**config.mk**
```make
export PLATFORM = sky130hd
export DESIGN_NAME = biu_top
export DESIGN_NICKNAME = d
export VERILOG_FILES = /design/src/hw/biu_pkg.sv /design/src/hw/biu_read_channel.sv /design/src/hw/biu_write_channel.sv /design/src/hw/biu_idle_monitor.sv /design/src/hw/biu_top.sv
export VERILOG_INCLUDE_DIRS = /design/src /design/src/hw
export SDC_FILE = /design/constraint.sdc
export NUM_CORES = 1
export LEC_CHECK = 0
export BUFFER_PORTS_ARGS = -buffer_cell sky130_fd_sc_hd__buf_2
export CAP_MARGIN = 10
export CORE_AREA = 2 2 400 402
export CTS_CLUSTER_SIZE = 25
export DETAILED_ROUTE_END_ITERATION = 7
export DIE_AREA = 0 0 402 404
export MAX_ROUTING_LAYER = met4
export PLACE_DENSITY_LB_ADDON = 0.25
export SYNTH_ARGS = -nofsm -noshare
export SYNTH_HDL_FRONTEND = slang
export SYNTH_SLANG_ARGS = --single-unit
```
**constraint.sdc**
```tcl
create_clock -name coreclk -period 7.1 [get_ports coreclk]
set_input_delay 0.71 -clock coreclk [delete_from_list [all_inputs] [get_ports coreclk]]
set_output_delay 0.71 -clock coreclk [all_outputs]
set_load 0.005 [all_outputs]
```
**src/hw/biu_macros.svh**
```systemverilog
`ifndef BIU_MACROS_SVH
`define BIU_MACROS_SVH

// Bus field widths
`define BIU_ADDR_W 40
`define BIU_DATA_W 128
`define BIU_STRB_W 16
`define BIU_ID_W 5

// AR/R ID reserved for instruction fetch
`define BIU_IFU_ID 5'h1f

// Per-channel limit on transactions in flight
`define BIU_MAX_OUTSTANDING 4

// Quiet cycles before no-op rises
`define BIU_IDLE_HOLD 2

`endif

```
**src/hw/biu_pkg.sv**
```systemverilog
`include "biu_macros.svh"

package biu_pkg;

  // AR request, shared by ifu and lsu
  typedef struct packed {
    logic [`BIU_ADDR_W-1:0] addr;
    logic [`BIU_ID_W-1:0]   id;
    logic [1:0]             len;
    logic [2:0]             size;
  } rd_req_t;

  // One R beat
  typedef struct packed {
    logic [`BIU_DATA_W-1:0] data;
    logic [`BIU_ID_W-1:0]   id;
    logic [3:0]             resp;
    logic                   last;
  } rd_beat_t;

  // Single-beat write, AW and W fields together
  typedef struct packed {
    logic [`BIU_ADDR_W-1:0] addr;
    logic [`BIU_ID_W-1:0]   id;
    logic [2:0]             size;
    logic [`BIU_DATA_W-1:0] data;
    logic [`BIU_STRB_W-1:0] strb;
  } wr_req_t;

  typedef struct packed {
    logic [`BIU_ID_W-1:0] id;
    logic [1:0]           resp;
  } b_resp_t;

  typedef enum logic {
    CH_IDLE,
    CH_ISSUE
  } ch_state_e;

  typedef enum logic {
    WR_ST,
    WR_VICT
  } wr_src_e;

  typedef enum logic [1:0] {
    IDLE_ACTIVE,
    IDLE_COUNT,
    IDLE_QUIET
  } idle_state_e;

endpackage

```
**src/hw/biu_read_channel.sv**
```systemverilog
`timescale 1ns/1ns
`include "biu_macros.svh"

module biu_read_channel (
  input  logic               coreclk,
  input  logic               rst_n,
  input  logic               ifu_rd_req,
  input  biu_pkg::rd_req_t   ifu_rd,
  input  logic               lsu_ar_req,
  input  biu_pkg::rd_req_t   lsu_ar,
  input  logic               pad_arready,
  input  logic               pad_rvalid,
  input  biu_pkg::rd_beat_t  pad_r,
  input  logic               ifu_r_ready,
  input  logic               lsu_r_ready,
  output logic               ifu_rd_grnt,
  output logic               lsu_ar_grnt,
  output logic               pad_arvalid,
  output biu_pkg::rd_req_t   pad_ar,
  output logic               pad_rready,
  output logic               ifu_rd_vld,
  output logic               lsu_r_vld,
  output biu_pkg::rd_beat_t  r_beat,
  output logic               read_busy
);
  import biu_pkg::*;

  localparam int CNT_W = $clog2(`BIU_MAX_OUTSTANDING + 1);

  ch_state_e         state_q;
  rd_req_t           ar_q;
  rd_req_t           ifu_req;
  logic [CNT_W-1:0]  cnt_q;
  logic              can_grant;
  logic              ar_done;
  logic              r_done;
  logic              r_to_ifu;

  // Fetch traffic always goes out with the reserved ID
  always_comb begin
    ifu_req    = ifu_rd;
    ifu_req.id = `BIU_IFU_ID;
  end

  assign can_grant   = (state_q == CH_IDLE) && (cnt_q < CNT_W'(`BIU_MAX_OUTSTANDING));
  assign lsu_ar_grnt = lsu_ar_req & can_grant;
  assign ifu_rd_grnt = ifu_rd_req & ~lsu_ar_req & can_grant;

  assign pad_arvalid = (state_q == CH_ISSUE);
  assign pad_ar      = ar_q;
  assign ar_done     = pad_arvalid & pad_arready;

  always_ff @(posedge coreclk or negedge rst_n) begin
    if (!rst_n) begin
      state_q <= CH_IDLE;
    end else if (lsu_ar_grnt || ifu_rd_grnt) begin
      state_q <= CH_ISSUE;
    end else if (ar_done) begin
      state_q <= CH_IDLE;
    end
  end

  always_ff @(posedge coreclk) begin
    if (lsu_ar_grnt) begin
      ar_q <= lsu_ar;
    end else if (ifu_rd_grnt) begin
      ar_q <= ifu_req;
    end
  end

  // R steering by ID
  assign r_to_ifu   = (pad_r.id == `BIU_IFU_ID);
  assign pad_rready = r_to_ifu ? ifu_r_ready : lsu_r_ready;
  assign ifu_rd_vld = pad_rvalid & r_to_ifu;
  assign lsu_r_vld  = pad_rvalid & ~r_to_ifu;
  assign r_beat     = pad_r;
  assign r_done     = pad_rvalid & pad_rready & pad_r.last;

  always_ff @(posedge coreclk or negedge rst_n) begin
    if (!rst_n) begin
      cnt_q <= '0;
    end else begin
      case ({ar_done, r_done})
        2'b10:   cnt_q <= cnt_q + 1'b1;
        2'b01:   cnt_q <= cnt_q - 1'b1;
        default: cnt_q <= cnt_q;
      endcase
    end
  end

  assign read_busy = (state_q == CH_ISSUE) || (cnt_q != '0);

  a_ar_stable: assert property (@(posedge coreclk) disable iff (!rst_n)
    pad_arvalid && !pad_arready |=> pad_arvalid && $stable(pad_ar));

  a_cnt_limit: assert property (@(posedge coreclk) disable iff (!rst_n)
    cnt_q <= CNT_W'(`BIU_MAX_OUTSTANDING));

  // The fetch ID must never show up on a load request
  a_lsu_id: assert property (@(posedge coreclk) disable iff (!rst_n)
    lsu_ar_req |-> lsu_ar.id != `BIU_IFU_ID);

endmodule

```
**src/hw/biu_write_channel.sv**
```systemverilog
`timescale 1ns/1ns
`include "biu_macros.svh"

module biu_write_channel (
  input  logic              coreclk,
  input  logic              rst_n,
  input  logic              st_req,
  input  biu_pkg::wr_req_t  st,
  input  logic              vict_req,
  input  biu_pkg::wr_req_t  vict,
  input  logic              pad_awready,
  input  logic              pad_wready,
  input  logic              pad_bvalid,
  input  biu_pkg::b_resp_t  pad_b,
  output logic              st_grnt,
  output logic              vict_grnt,
  output logic              pad_awvalid,
  output logic              pad_wvalid,
  output biu_pkg::wr_req_t  pad_wr,
  output logic              lsu_b_vld,
  output biu_pkg::b_resp_t  lsu_b,
  output logic              write_busy
);
  import biu_pkg::*;

  localparam int CNT_W = $clog2(`BIU_MAX_OUTSTANDING + 1);

  ch_state_e         state_q;
  wr_src_e           src_q;
  wr_req_t           wr_q;
  logic              aw_pend_q;
  logic              w_pend_q;
  logic [CNT_W-1:0]  cnt_q;
  logic              can_grant;
  logic              aw_done;
  logic              w_done;
  logic              issue_done;

  assign can_grant = (state_q == CH_IDLE) && (cnt_q < CNT_W'(`BIU_MAX_OUTSTANDING));
  assign vict_grnt = vict_req & can_grant;
  assign st_grnt   = st_req & ~vict_req & can_grant;

  assign pad_awvalid = aw_pend_q;
  assign pad_wvalid  = w_pend_q;
  assign pad_wr      = wr_q;

  assign aw_done = aw_pend_q & pad_awready;
  assign w_done  = w_pend_q & pad_wready;
  // Both beats gone, either earlier or in this cycle
  assign issue_done = (~aw_pend_q | pad_awready) & (~w_pend_q | pad_wready);

  always_ff @(posedge coreclk or negedge rst_n) begin
    if (!rst_n) begin
      state_q   <= CH_IDLE;
      aw_pend_q <= 1'b0;
      w_pend_q  <= 1'b0;
    end else if (vict_grnt || st_grnt) begin
      state_q   <= CH_ISSUE;
      aw_pend_q <= 1'b1;
      w_pend_q  <= 1'b1;
    end else if (state_q == CH_ISSUE) begin
      if (aw_done) begin
        aw_pend_q <= 1'b0;
      end
      if (w_done) begin
        w_pend_q <= 1'b0;
      end
      if (issue_done) begin
        state_q <= CH_IDLE;
      end
    end
  end

  always_ff @(posedge coreclk) begin
    if (vict_grnt) begin
      wr_q  <= vict;
      src_q <= WR_VICT;
    end else if (st_grnt) begin
      wr_q  <= st;
      src_q <= WR_ST;
    end
  end

  // B always accepted
  assign lsu_b_vld = pad_bvalid;
  assign lsu_b     = pad_b;

  always_ff @(posedge coreclk or negedge rst_n) begin
    if (!rst_n) begin
      cnt_q <= '0;
    end else begin
      case ({aw_done, pad_bvalid})
        2'b10:   cnt_q <= cnt_q + 1'b1;
        2'b01:   cnt_q <= cnt_q - 1'b1;
        default: cnt_q <= cnt_q;
      endcase
    end
  end

  assign write_busy = (state_q == CH_ISSUE) || (cnt_q != '0);

  a_src_hold: assert property (@(posedge coreclk) disable iff (!rst_n)
    (state_q == CH_ISSUE) && !issue_done |=>
      (state_q == CH_ISSUE) && $stable(src_q) && $stable(wr_q));

  // A response with nothing in flight means the slave is confused
  a_b_no_orphan: assert property (@(posedge coreclk) disable iff (!rst_n)
    pad_bvalid |-> cnt_q != '0);

endmodule

```
**src/hw/biu_idle_monitor.sv**
```systemverilog
`timescale 1ns/1ns
`include "biu_macros.svh"

module biu_idle_monitor (
  input  logic coreclk,
  input  logic rst_n,
  input  logic read_busy,
  input  logic write_busy,
  output logic no_op
);
  import biu_pkg::*;

  localparam int HOLD_W = $clog2(`BIU_IDLE_HOLD + 1);

  idle_state_e        state_q;
  logic [HOLD_W-1:0]  hold_q;
  logic               busy;

  assign busy = read_busy | write_busy;

  always_ff @(posedge coreclk or negedge rst_n) begin
    if (!rst_n) begin
      state_q <= IDLE_ACTIVE;
      hold_q  <= '0;
    end else if (busy) begin
      state_q <= IDLE_ACTIVE;
      hold_q  <= '0;
    end else begin
      case (state_q)
        IDLE_ACTIVE: begin
          state_q <= IDLE_COUNT;
          hold_q  <= HOLD_W'(1);
        end
        IDLE_COUNT: begin
          if (hold_q == HOLD_W'(`BIU_IDLE_HOLD)) begin
            state_q <= IDLE_QUIET;
          end else begin
            hold_q <= hold_q + 1'b1;
          end
        end
        default: state_q <= IDLE_QUIET;
      endcase
    end
  end

  assign no_op = (state_q == IDLE_QUIET);

endmodule

```
**src/hw/biu_top.sv**
```systemverilog
`timescale 1ns/1ns

module biu_top (
  input  logic               coreclk,
  input  logic               rst_n,
  input  logic               ifu_rd_req,
  input  biu_pkg::rd_req_t   ifu_rd,
  input  logic               lsu_ar_req,
  input  biu_pkg::rd_req_t   lsu_ar,
  input  logic               pad_arready,
  input  logic               pad_rvalid,
  input  biu_pkg::rd_beat_t  pad_r,
  input  logic               ifu_r_ready,
  input  logic               lsu_r_ready,
  input  logic               st_req,
  input  biu_pkg::wr_req_t   st,
  input  logic               vict_req,
  input  biu_pkg::wr_req_t   vict,
  input  logic               pad_awready,
  input  logic               pad_wready,
  input  logic               pad_bvalid,
  input  biu_pkg::b_resp_t   pad_b,
  output logic               ifu_rd_grnt,
  output logic               lsu_ar_grnt,
  output logic               pad_arvalid,
  output biu_pkg::rd_req_t   pad_ar,
  output logic               pad_rready,
  output logic               ifu_rd_vld,
  output logic               lsu_r_vld,
  output biu_pkg::rd_beat_t  r_beat,
  output logic               st_grnt,
  output logic               vict_grnt,
  output logic               pad_awvalid,
  output logic               pad_wvalid,
  output biu_pkg::wr_req_t   pad_wr,
  output logic               lsu_b_vld,
  output biu_pkg::b_resp_t   lsu_b,
  output logic               biu_no_op
);

  logic read_busy;
  logic write_busy;

  biu_read_channel u_read (
    .coreclk     (coreclk),
    .rst_n       (rst_n),
    .ifu_rd_req  (ifu_rd_req),
    .ifu_rd      (ifu_rd),
    .lsu_ar_req  (lsu_ar_req),
    .lsu_ar      (lsu_ar),
    .pad_arready (pad_arready),
    .pad_rvalid  (pad_rvalid),
    .pad_r       (pad_r),
    .ifu_r_ready (ifu_r_ready),
    .lsu_r_ready (lsu_r_ready),
    .ifu_rd_grnt (ifu_rd_grnt),
    .lsu_ar_grnt (lsu_ar_grnt),
    .pad_arvalid (pad_arvalid),
    .pad_ar      (pad_ar),
    .pad_rready  (pad_rready),
    .ifu_rd_vld  (ifu_rd_vld),
    .lsu_r_vld   (lsu_r_vld),
    .r_beat      (r_beat),
    .read_busy   (read_busy)
  );

  biu_write_channel u_write (
    .coreclk     (coreclk),
    .rst_n       (rst_n),
    .st_req      (st_req),
    .st          (st),
    .vict_req    (vict_req),
    .vict        (vict),
    .pad_awready (pad_awready),
    .pad_wready  (pad_wready),
    .pad_bvalid  (pad_bvalid),
    .pad_b       (pad_b),
    .st_grnt     (st_grnt),
    .vict_grnt   (vict_grnt),
    .pad_awvalid (pad_awvalid),
    .pad_wvalid  (pad_wvalid),
    .pad_wr      (pad_wr),
    .lsu_b_vld   (lsu_b_vld),
    .lsu_b       (lsu_b),
    .write_busy  (write_busy)
  );

  biu_idle_monitor u_idle (
    .coreclk    (coreclk),
    .rst_n      (rst_n),
    .read_busy  (read_busy),
    .write_busy (write_busy),
    .no_op      (biu_no_op)
  );

endmodule

```
Word level (Yosys, flattened, before mapping) --
Cells that the tools add are included.
Word-level totals: bits in registers 256, bits in latches 0, RAM bits 0, bits in read-only memories 0, bits of input ports 642, logic and storage cells 103, memories kept 0
Cells by class: add/subtract/negate cells 5, $mul 0, divide/modulo/power cells 0, magnitude comparators 2, equality and inequality tests 10, shifts and indexed selects 0, mux-type cells 24, bitwise operators 24, reductions and logical operators 21
Operators with widths (count):
- 192-bit 2-to-1 mux | 2
- 50-bit 2-to-1 mux | 2
- 2-bit nonzero test | 8
- 1-bit bitwise AND | 14
- 1-bit 2-to-1 mux | 12
- 3-bit case mux with 2 select lines | 2
- 3-bit nonzero test | 3
- 2-bit == test, second input constant | 4
- 2-bit 2-to-1 mux | 4
- 2-bit case mux with 2 select lines | 2
- 1-bit NOT | 7
- 3-bit by 1-bit adder with 3-bit output, second input constant | 2
- 2-bit by 1-bit == test with 1-bit output, second input constant | 3
- 3-bit less-than comparator, second input constant | 2
- 2-bit AND reduction | 3
- 3-bit by 1-bit subtractor with 3-bit output, second input constant | 2
- 5-bit == test, second input constant | 1
- 1-bit logical OR | 4
- 3-bit by 1-bit != test with 1-bit output, second input constant | 1
- 3-bit by 2-bit != test with 1-bit output, second input constant | 1
- 1-bit OR | 3
- 2-bit by 1-bit adder with 2-bit output, second input constant | 1
- 1-bit logical AND | 2
- 2-bit logical NOT | 1

Logic depth before layout (Yosys ltp) --
depth in word-level cells 6, depth in mapped cells 9, gate-level depth less buffers 9

By module --
From an unflattened synthesis, not the netlist that was laid out.
Second synthesis, totals: cell total of the unflattened synthesis 736, area, all modules 12321.8 um^2
By module, submodules not included:
- biu_write_channel | times used 1, cells each 443, area an instance 8485.6 um^2
- biu_read_channel | times used 1, cells each 275, area an instance 3634.7 um^2
- biu_idle_monitor | times used 1, cells each 18, area an instance 201.4 um^2

Worst setup path after synthesis --
OpenSTA, ideal clock, no wires.
path kind input -> register, from in vict_req, to reg u_write.wr_q, in the netlist u_write.pad_wr[0] (enable), data arrival time 5.040 ns, required time 6.528 ns, slack 1.488 ns, cell stages on the path 1, path buffers 0, cell sequence o21a_1
Between the ends: longest elaborated chain between the ends 4, elaborated cells on any way between the ends 5, those cells by class bitwise: 4; reduce/logical: 1
RTL lines:
- start: declaration | RTL line biu_top.sv:17 | input logic vict_req,
- 1-bit NOT | RTL line biu_write_channel.sv:41 | assign st_grnt = st_req & ~vict_req & can_grant;
- 1-bit bitwise AND (2 in a row) | RTL line biu_write_channel.sv:41
- 2-bit nonzero test (no line) *
- end signal: assignment | RTL line biu_write_channel.sv:76 | wr_q <= vict;
- end signal: assignment | RTL line biu_write_channel.sv:79 | wr_q <= st;
- end: declaration | RTL line biu_write_channel.sv:30 | wr_req_t wr_q;
Mark *: on every way between the ends. The rest lies on a longest branch, timed or not. A chain may end at the register's enable or synchronous reset.

Worst setup path in the final report --
from reg u_read.state_q (netlist: u_read.pad_arvalid), to out lsu_ar_grnt
Between the ends: longest elaborated chain between the ends 3
RTL lines:
- start: declaration | RTL line biu_read_channel.sv:30 | ch_state_e state_q;
- start signal: assignment | RTL line biu_read_channel.sv:55 | state_q <= CH_IDLE;
- start signal: assignment | RTL line biu_read_channel.sv:57 | state_q <= CH_ISSUE;
- start signal: assignment | RTL line biu_read_channel.sv:59 | state_q <= CH_IDLE;
- 1-bit NOT | RTL line biu_read_channel.sv:45 | assign can_grant = (state_q == CH_IDLE) && (cnt_q < CNT_W'(`BIU_MAX_OUTSTANDING));
- 1-bit logical AND | RTL line biu_read_channel.sv:45
- 1-bit bitwise AND | RTL line biu_read_channel.sv:46 | assign lsu_ar_grnt = lsu_ar_req & can_grant;
- end: declaration | RTL line biu_top.sv:24 | output logic lsu_ar_grnt,
No other way between the ends.

==> metrics.md <==
| Metric | Value |
|---|---|
| Outcome | finished, final reports clean |
| Worst Path Class, Setup | flop to output pin |
| Count of standard-cell rows | 146 |
| Internal Pwr Total | 4.22 mW |
| Number of H-tree levels | 2 |
| Power density relative to cell area | 327 mW/mm2 |
| Post-Route Hold Slack | 0.0708 ns |
| Slew of the pin with the lowest slew margin | 1.06 ns |
| Final count of pins violating max slew | 0 |
| Largest buffer count on any clock path | 3 |
| Worst slew margin relative to its limit | 0.295 |
| DR iter-0 viols | 437 |
| Ordered cell list for the critical path | nor2_1 > and2_2 > buf_4 > buf_2 |
| Die span in y | 404 um |
| Highest clock rate | 311 MHz |
| Sum of negative setup slack | 0 ns |
| Worst-path fanout max | 27 |
| Part of the cycle the worst path needs | 0.453 |
| Cell count after synthesis | 736 |
| Proportion of synthesized chip area in sequential cells | 0.597 |
| Count of max-cap constraint violations | 0 |
| CP Capture Type | output pin |
| Area growth syn-to-layout | 48.9% |
| Number of distinct standard cells referenced by the synthesized netlist | 31 |
| Sum of routed wire length over all layers | 64,800 um |
| Vias | 8,663 |
| Synthesized cell area | 0.0128 mm2 |
| Total global-route track usage | 0.0769 |
| Wire length of the first global-routing pass | 81,000 um |
| Critical path required time | 6.39 ns |
| Synth Warn # | 0 |
| Synthesized area divided by synthesized cell count | 17.3 um2 |
| Count of input and output buffers | 757 |
| Switching component of the power | 1.98 mW |
| Slowest stage cell on the critical path | and2_2 |
| Worst-Skew Late Latency | 0.56 ns |
| Share of total power in sequential cells | 0.418 |
| Total Nets Final | 2,012 |
| Clock skew after layout | 0.0149 ns |
| Standby leakage power | 7.71 nW |
| Vias per Instance | 2.50 |
| Floorplan Core Area | 0.158 mm2 |
| First-pass DRT Iterations | 4 |
| Setup repair after global routing missed its margin | false |
| Largest net degree at the start of global routing | 131 |
| Worst flop-to-flop path startpoint | u_write.state_q$_DFF_PN0_ |
| Vias in the first global route | 8,730 |
| Switching Fraction | 0.320 |
| Delay contributed by the slowest stage of the critical path | 0.67 ns |
| Worst setup SP type | flop |
| Clock Power Share | 0.285 |
| Path class of the lowest-slack min-delay path | input port to async pin |
| Delay-heaviest family, CP | simple AND/OR/NAND/NOR gates |
| Clk Tree Root Cell | clkbuf_16 |
| Number of gates resized after CTS | 0 |
| Source of the critical timing path | u_read.pad_arvalid$_DFFE_PN0P_ |
| Routed wire length per instance | 18.7 um |
| Buf/Inv on CP | 2 |
| Number of clock buffers inserted by TritonCTS | 36 |
| Weighted congestion reported at the end of routability-driven placement | 0.769 |
| Synth Register Bits | 256 |
| Hold buffer count at CTS | 0 |
| TritonCTS clock tree | built |
| Number of remaining DRC errors | 0 |
| VDD IR-drop max | 207 uV |
| Antenna violation net count after detailed routing | 0 |
| Clock sink count | 256 |
| Syn nets | 1,383 |
| Arrival time worst endpoint | 2.50 ns |
| Finish-stage setup viols | 0 |
| Number of ports placed on the die boundary | 1,041 |
| Die X-Extent | 402 um |
| Total setup buffers inserted after CTS | 0 |
| Antenna violations before repair | 25 |
| Effective utilization at floorplan | 0.0808 |
| Logic pwr share | 0.297 |
| Remaining global-route overflow | 0 |
| Clock transition at the registers of the reported paths | 0.06 ns |
| Count of endpoints failing hold in the final timing report | 0 |
| Total half-perimeter wirelength after legalization and detailed placement | 53,500 um |
| Total Die Area | 0.162 mm2 |
| Final min period | 3.21 ns |
| Fraction of layout cells with a size suffix above 1 | 0.759 |
[per-layer routing]
| metal | global-route usage | vias up | share of wire |
|---|---|---|---|
| met5 | - | - | 0 |
| met4 | 0.0305 | 0 | 0.035 |
| met3 | 0.0206 | 183 | 0.090 |
| met2 | 0.124 | 508 | 0.48 |
| met1 | 0.0909 | 4136 | 0.39 |
| li1 | - | 3836 | - |
[logic make-up (layout without fill, tap and decap cells)]
kind of cell,after synthesis,count (layout),synth area share
flops,256,256,0.597
mux,242,242,0.263
buf+inv,185,839,0.110
simple gates,31,31,0.0130
compound gates,11,11,0.00608
xor+xnor,6,6,0.00412
fa+ha+maj,5,5,0.00608
other cells,0,2,0
[power by group through the flow]
stage,Clock (mW),Sequential (mW),Combinational [mW]
detailed placement,0,2.63,1.89
floorplan,0,2.57,1.04
global placement,0,2.64,1.89
finish,1.77,2.59,1.84
global route,1.91,2.65,1.99
CTS,1.86,2.62,1.90
[cell type report]
class | instances | area, um2
Sequential cell | 256 | 7620
Clock inverter | 15 | 98.8
Fill cell | 18000 | 139000
Multi-Input combinational cell | 295 | 3740
Tap cell | 2072 | 2590
Inverter | 11 | 41.3
Timing Repair Buffer | 765 | 3870
Clock buffer | 48 | 1020
Antenna cell | 2 | 5.00
[worst paths after layout]
| kind | cells past startpoint | slack (ns) | endpoint |
|---|---|---|---|
| max in group asynchronous | 1 | 6.75 | u_idle.hold_q[1]$_DFFE_PN0P_ |
| min in group coreclk | 2 | 0.42 | u_read.pad_ar[7]$_SDFFCE_PN1P_ |
| hold reg to reg | 1 | 0.51 | u_write.cnt_q[0]$_DFFE_PN0P_ |
| setup reg to reg | 4 | 4.42 | u_write.pad_wr[178]$_DFFE_PP_ |
| setup / recovery | 4 | 3.89 | lsu_ar_grnt |
| hold / removal | 1 | 0.07 | u_read.cnt_q[1]$_DFFE_PN0P_ |
[stage by stage]
step / area (um2) / total power, mW / utilization / cells / setup WS, ns
after global routing: 19000 / 6.55 / 0.120 / 3463 / 3.66
after detailed placement: 17900 / 4.51 / 0.113 / 3399 / 4.19
final: 19000 / 6.20 / 0.120 / 3464 / 3.89
after global placement: 17900 / 4.54 / 0.113 / 3399 / 4.21
after CTS: 19000 / 6.38 / 0.120 / 3462 / 3.77
after floorplan: 12800 / 3.61 / - / 736 / 1.49
[cells in the mapped netlist]
cell type,n,area (um2)
edfxtp_1,242,7270
nor2b_1,2,12.5
and2_1,2,12.5
nor4b_1,2,17.5
a221oi_1,1,8.76
buf_8,1,15.0
a31oi_1,2,12.5
dfrtp_1,14,350
buf_2,8,40.0
xor2_1,4,35.0
buf_6,19,214
mux2_4,169,2540
mux2_2,70,788
nor2_1,6,22.5
ha_1,3,37.5
nand3b_1,1,7.51
o22ai_1,1,6.26
nor2_2,1,6.26
nand3_1,5,25.0
xnor2_1,2,17.5
a21o_1,4,30.0
a21oi_1,1,5.00
nand2b_1,5,31.3
and3_1,1,6.26
nor4_1,1,6.26
nand2_1,5,18.8
o21a_1,2,15.0
inv_1,11,41.3
mux2i_1,3,30.0
fa_1,2,40.0
buf_4,146,1100
[registers in the layout, summed over array words and instances, names as in the netlist]
signal and flops:
u_idle.hold_q 2, u_idle.state_q 2, u_read.cnt_q 3, u_read.pad_ar 50, u_read.pad_arvalid 1, u_write.cnt_q 3
u_write.pad_awvalid 1, u_write.pad_wr 192, u_write.pad_wvalid 1, u_write.state_q 1
[cells in the final DEF, fill, tap and decap left out, types with 5 or more instances in the layout]
cell,count
buf_4,6
nor2_1,6
clkbuf_1,7
mux2_2,70
dfrtp_1,14
nand2b_1,5
inv_1,11
edfxtp_1,242
nand2_1,5
nand3_1,5
mux2_4,169
buf_2,757
clkbuf_16,38
clkinv_1,10
(Power assumes the default switching activity.)
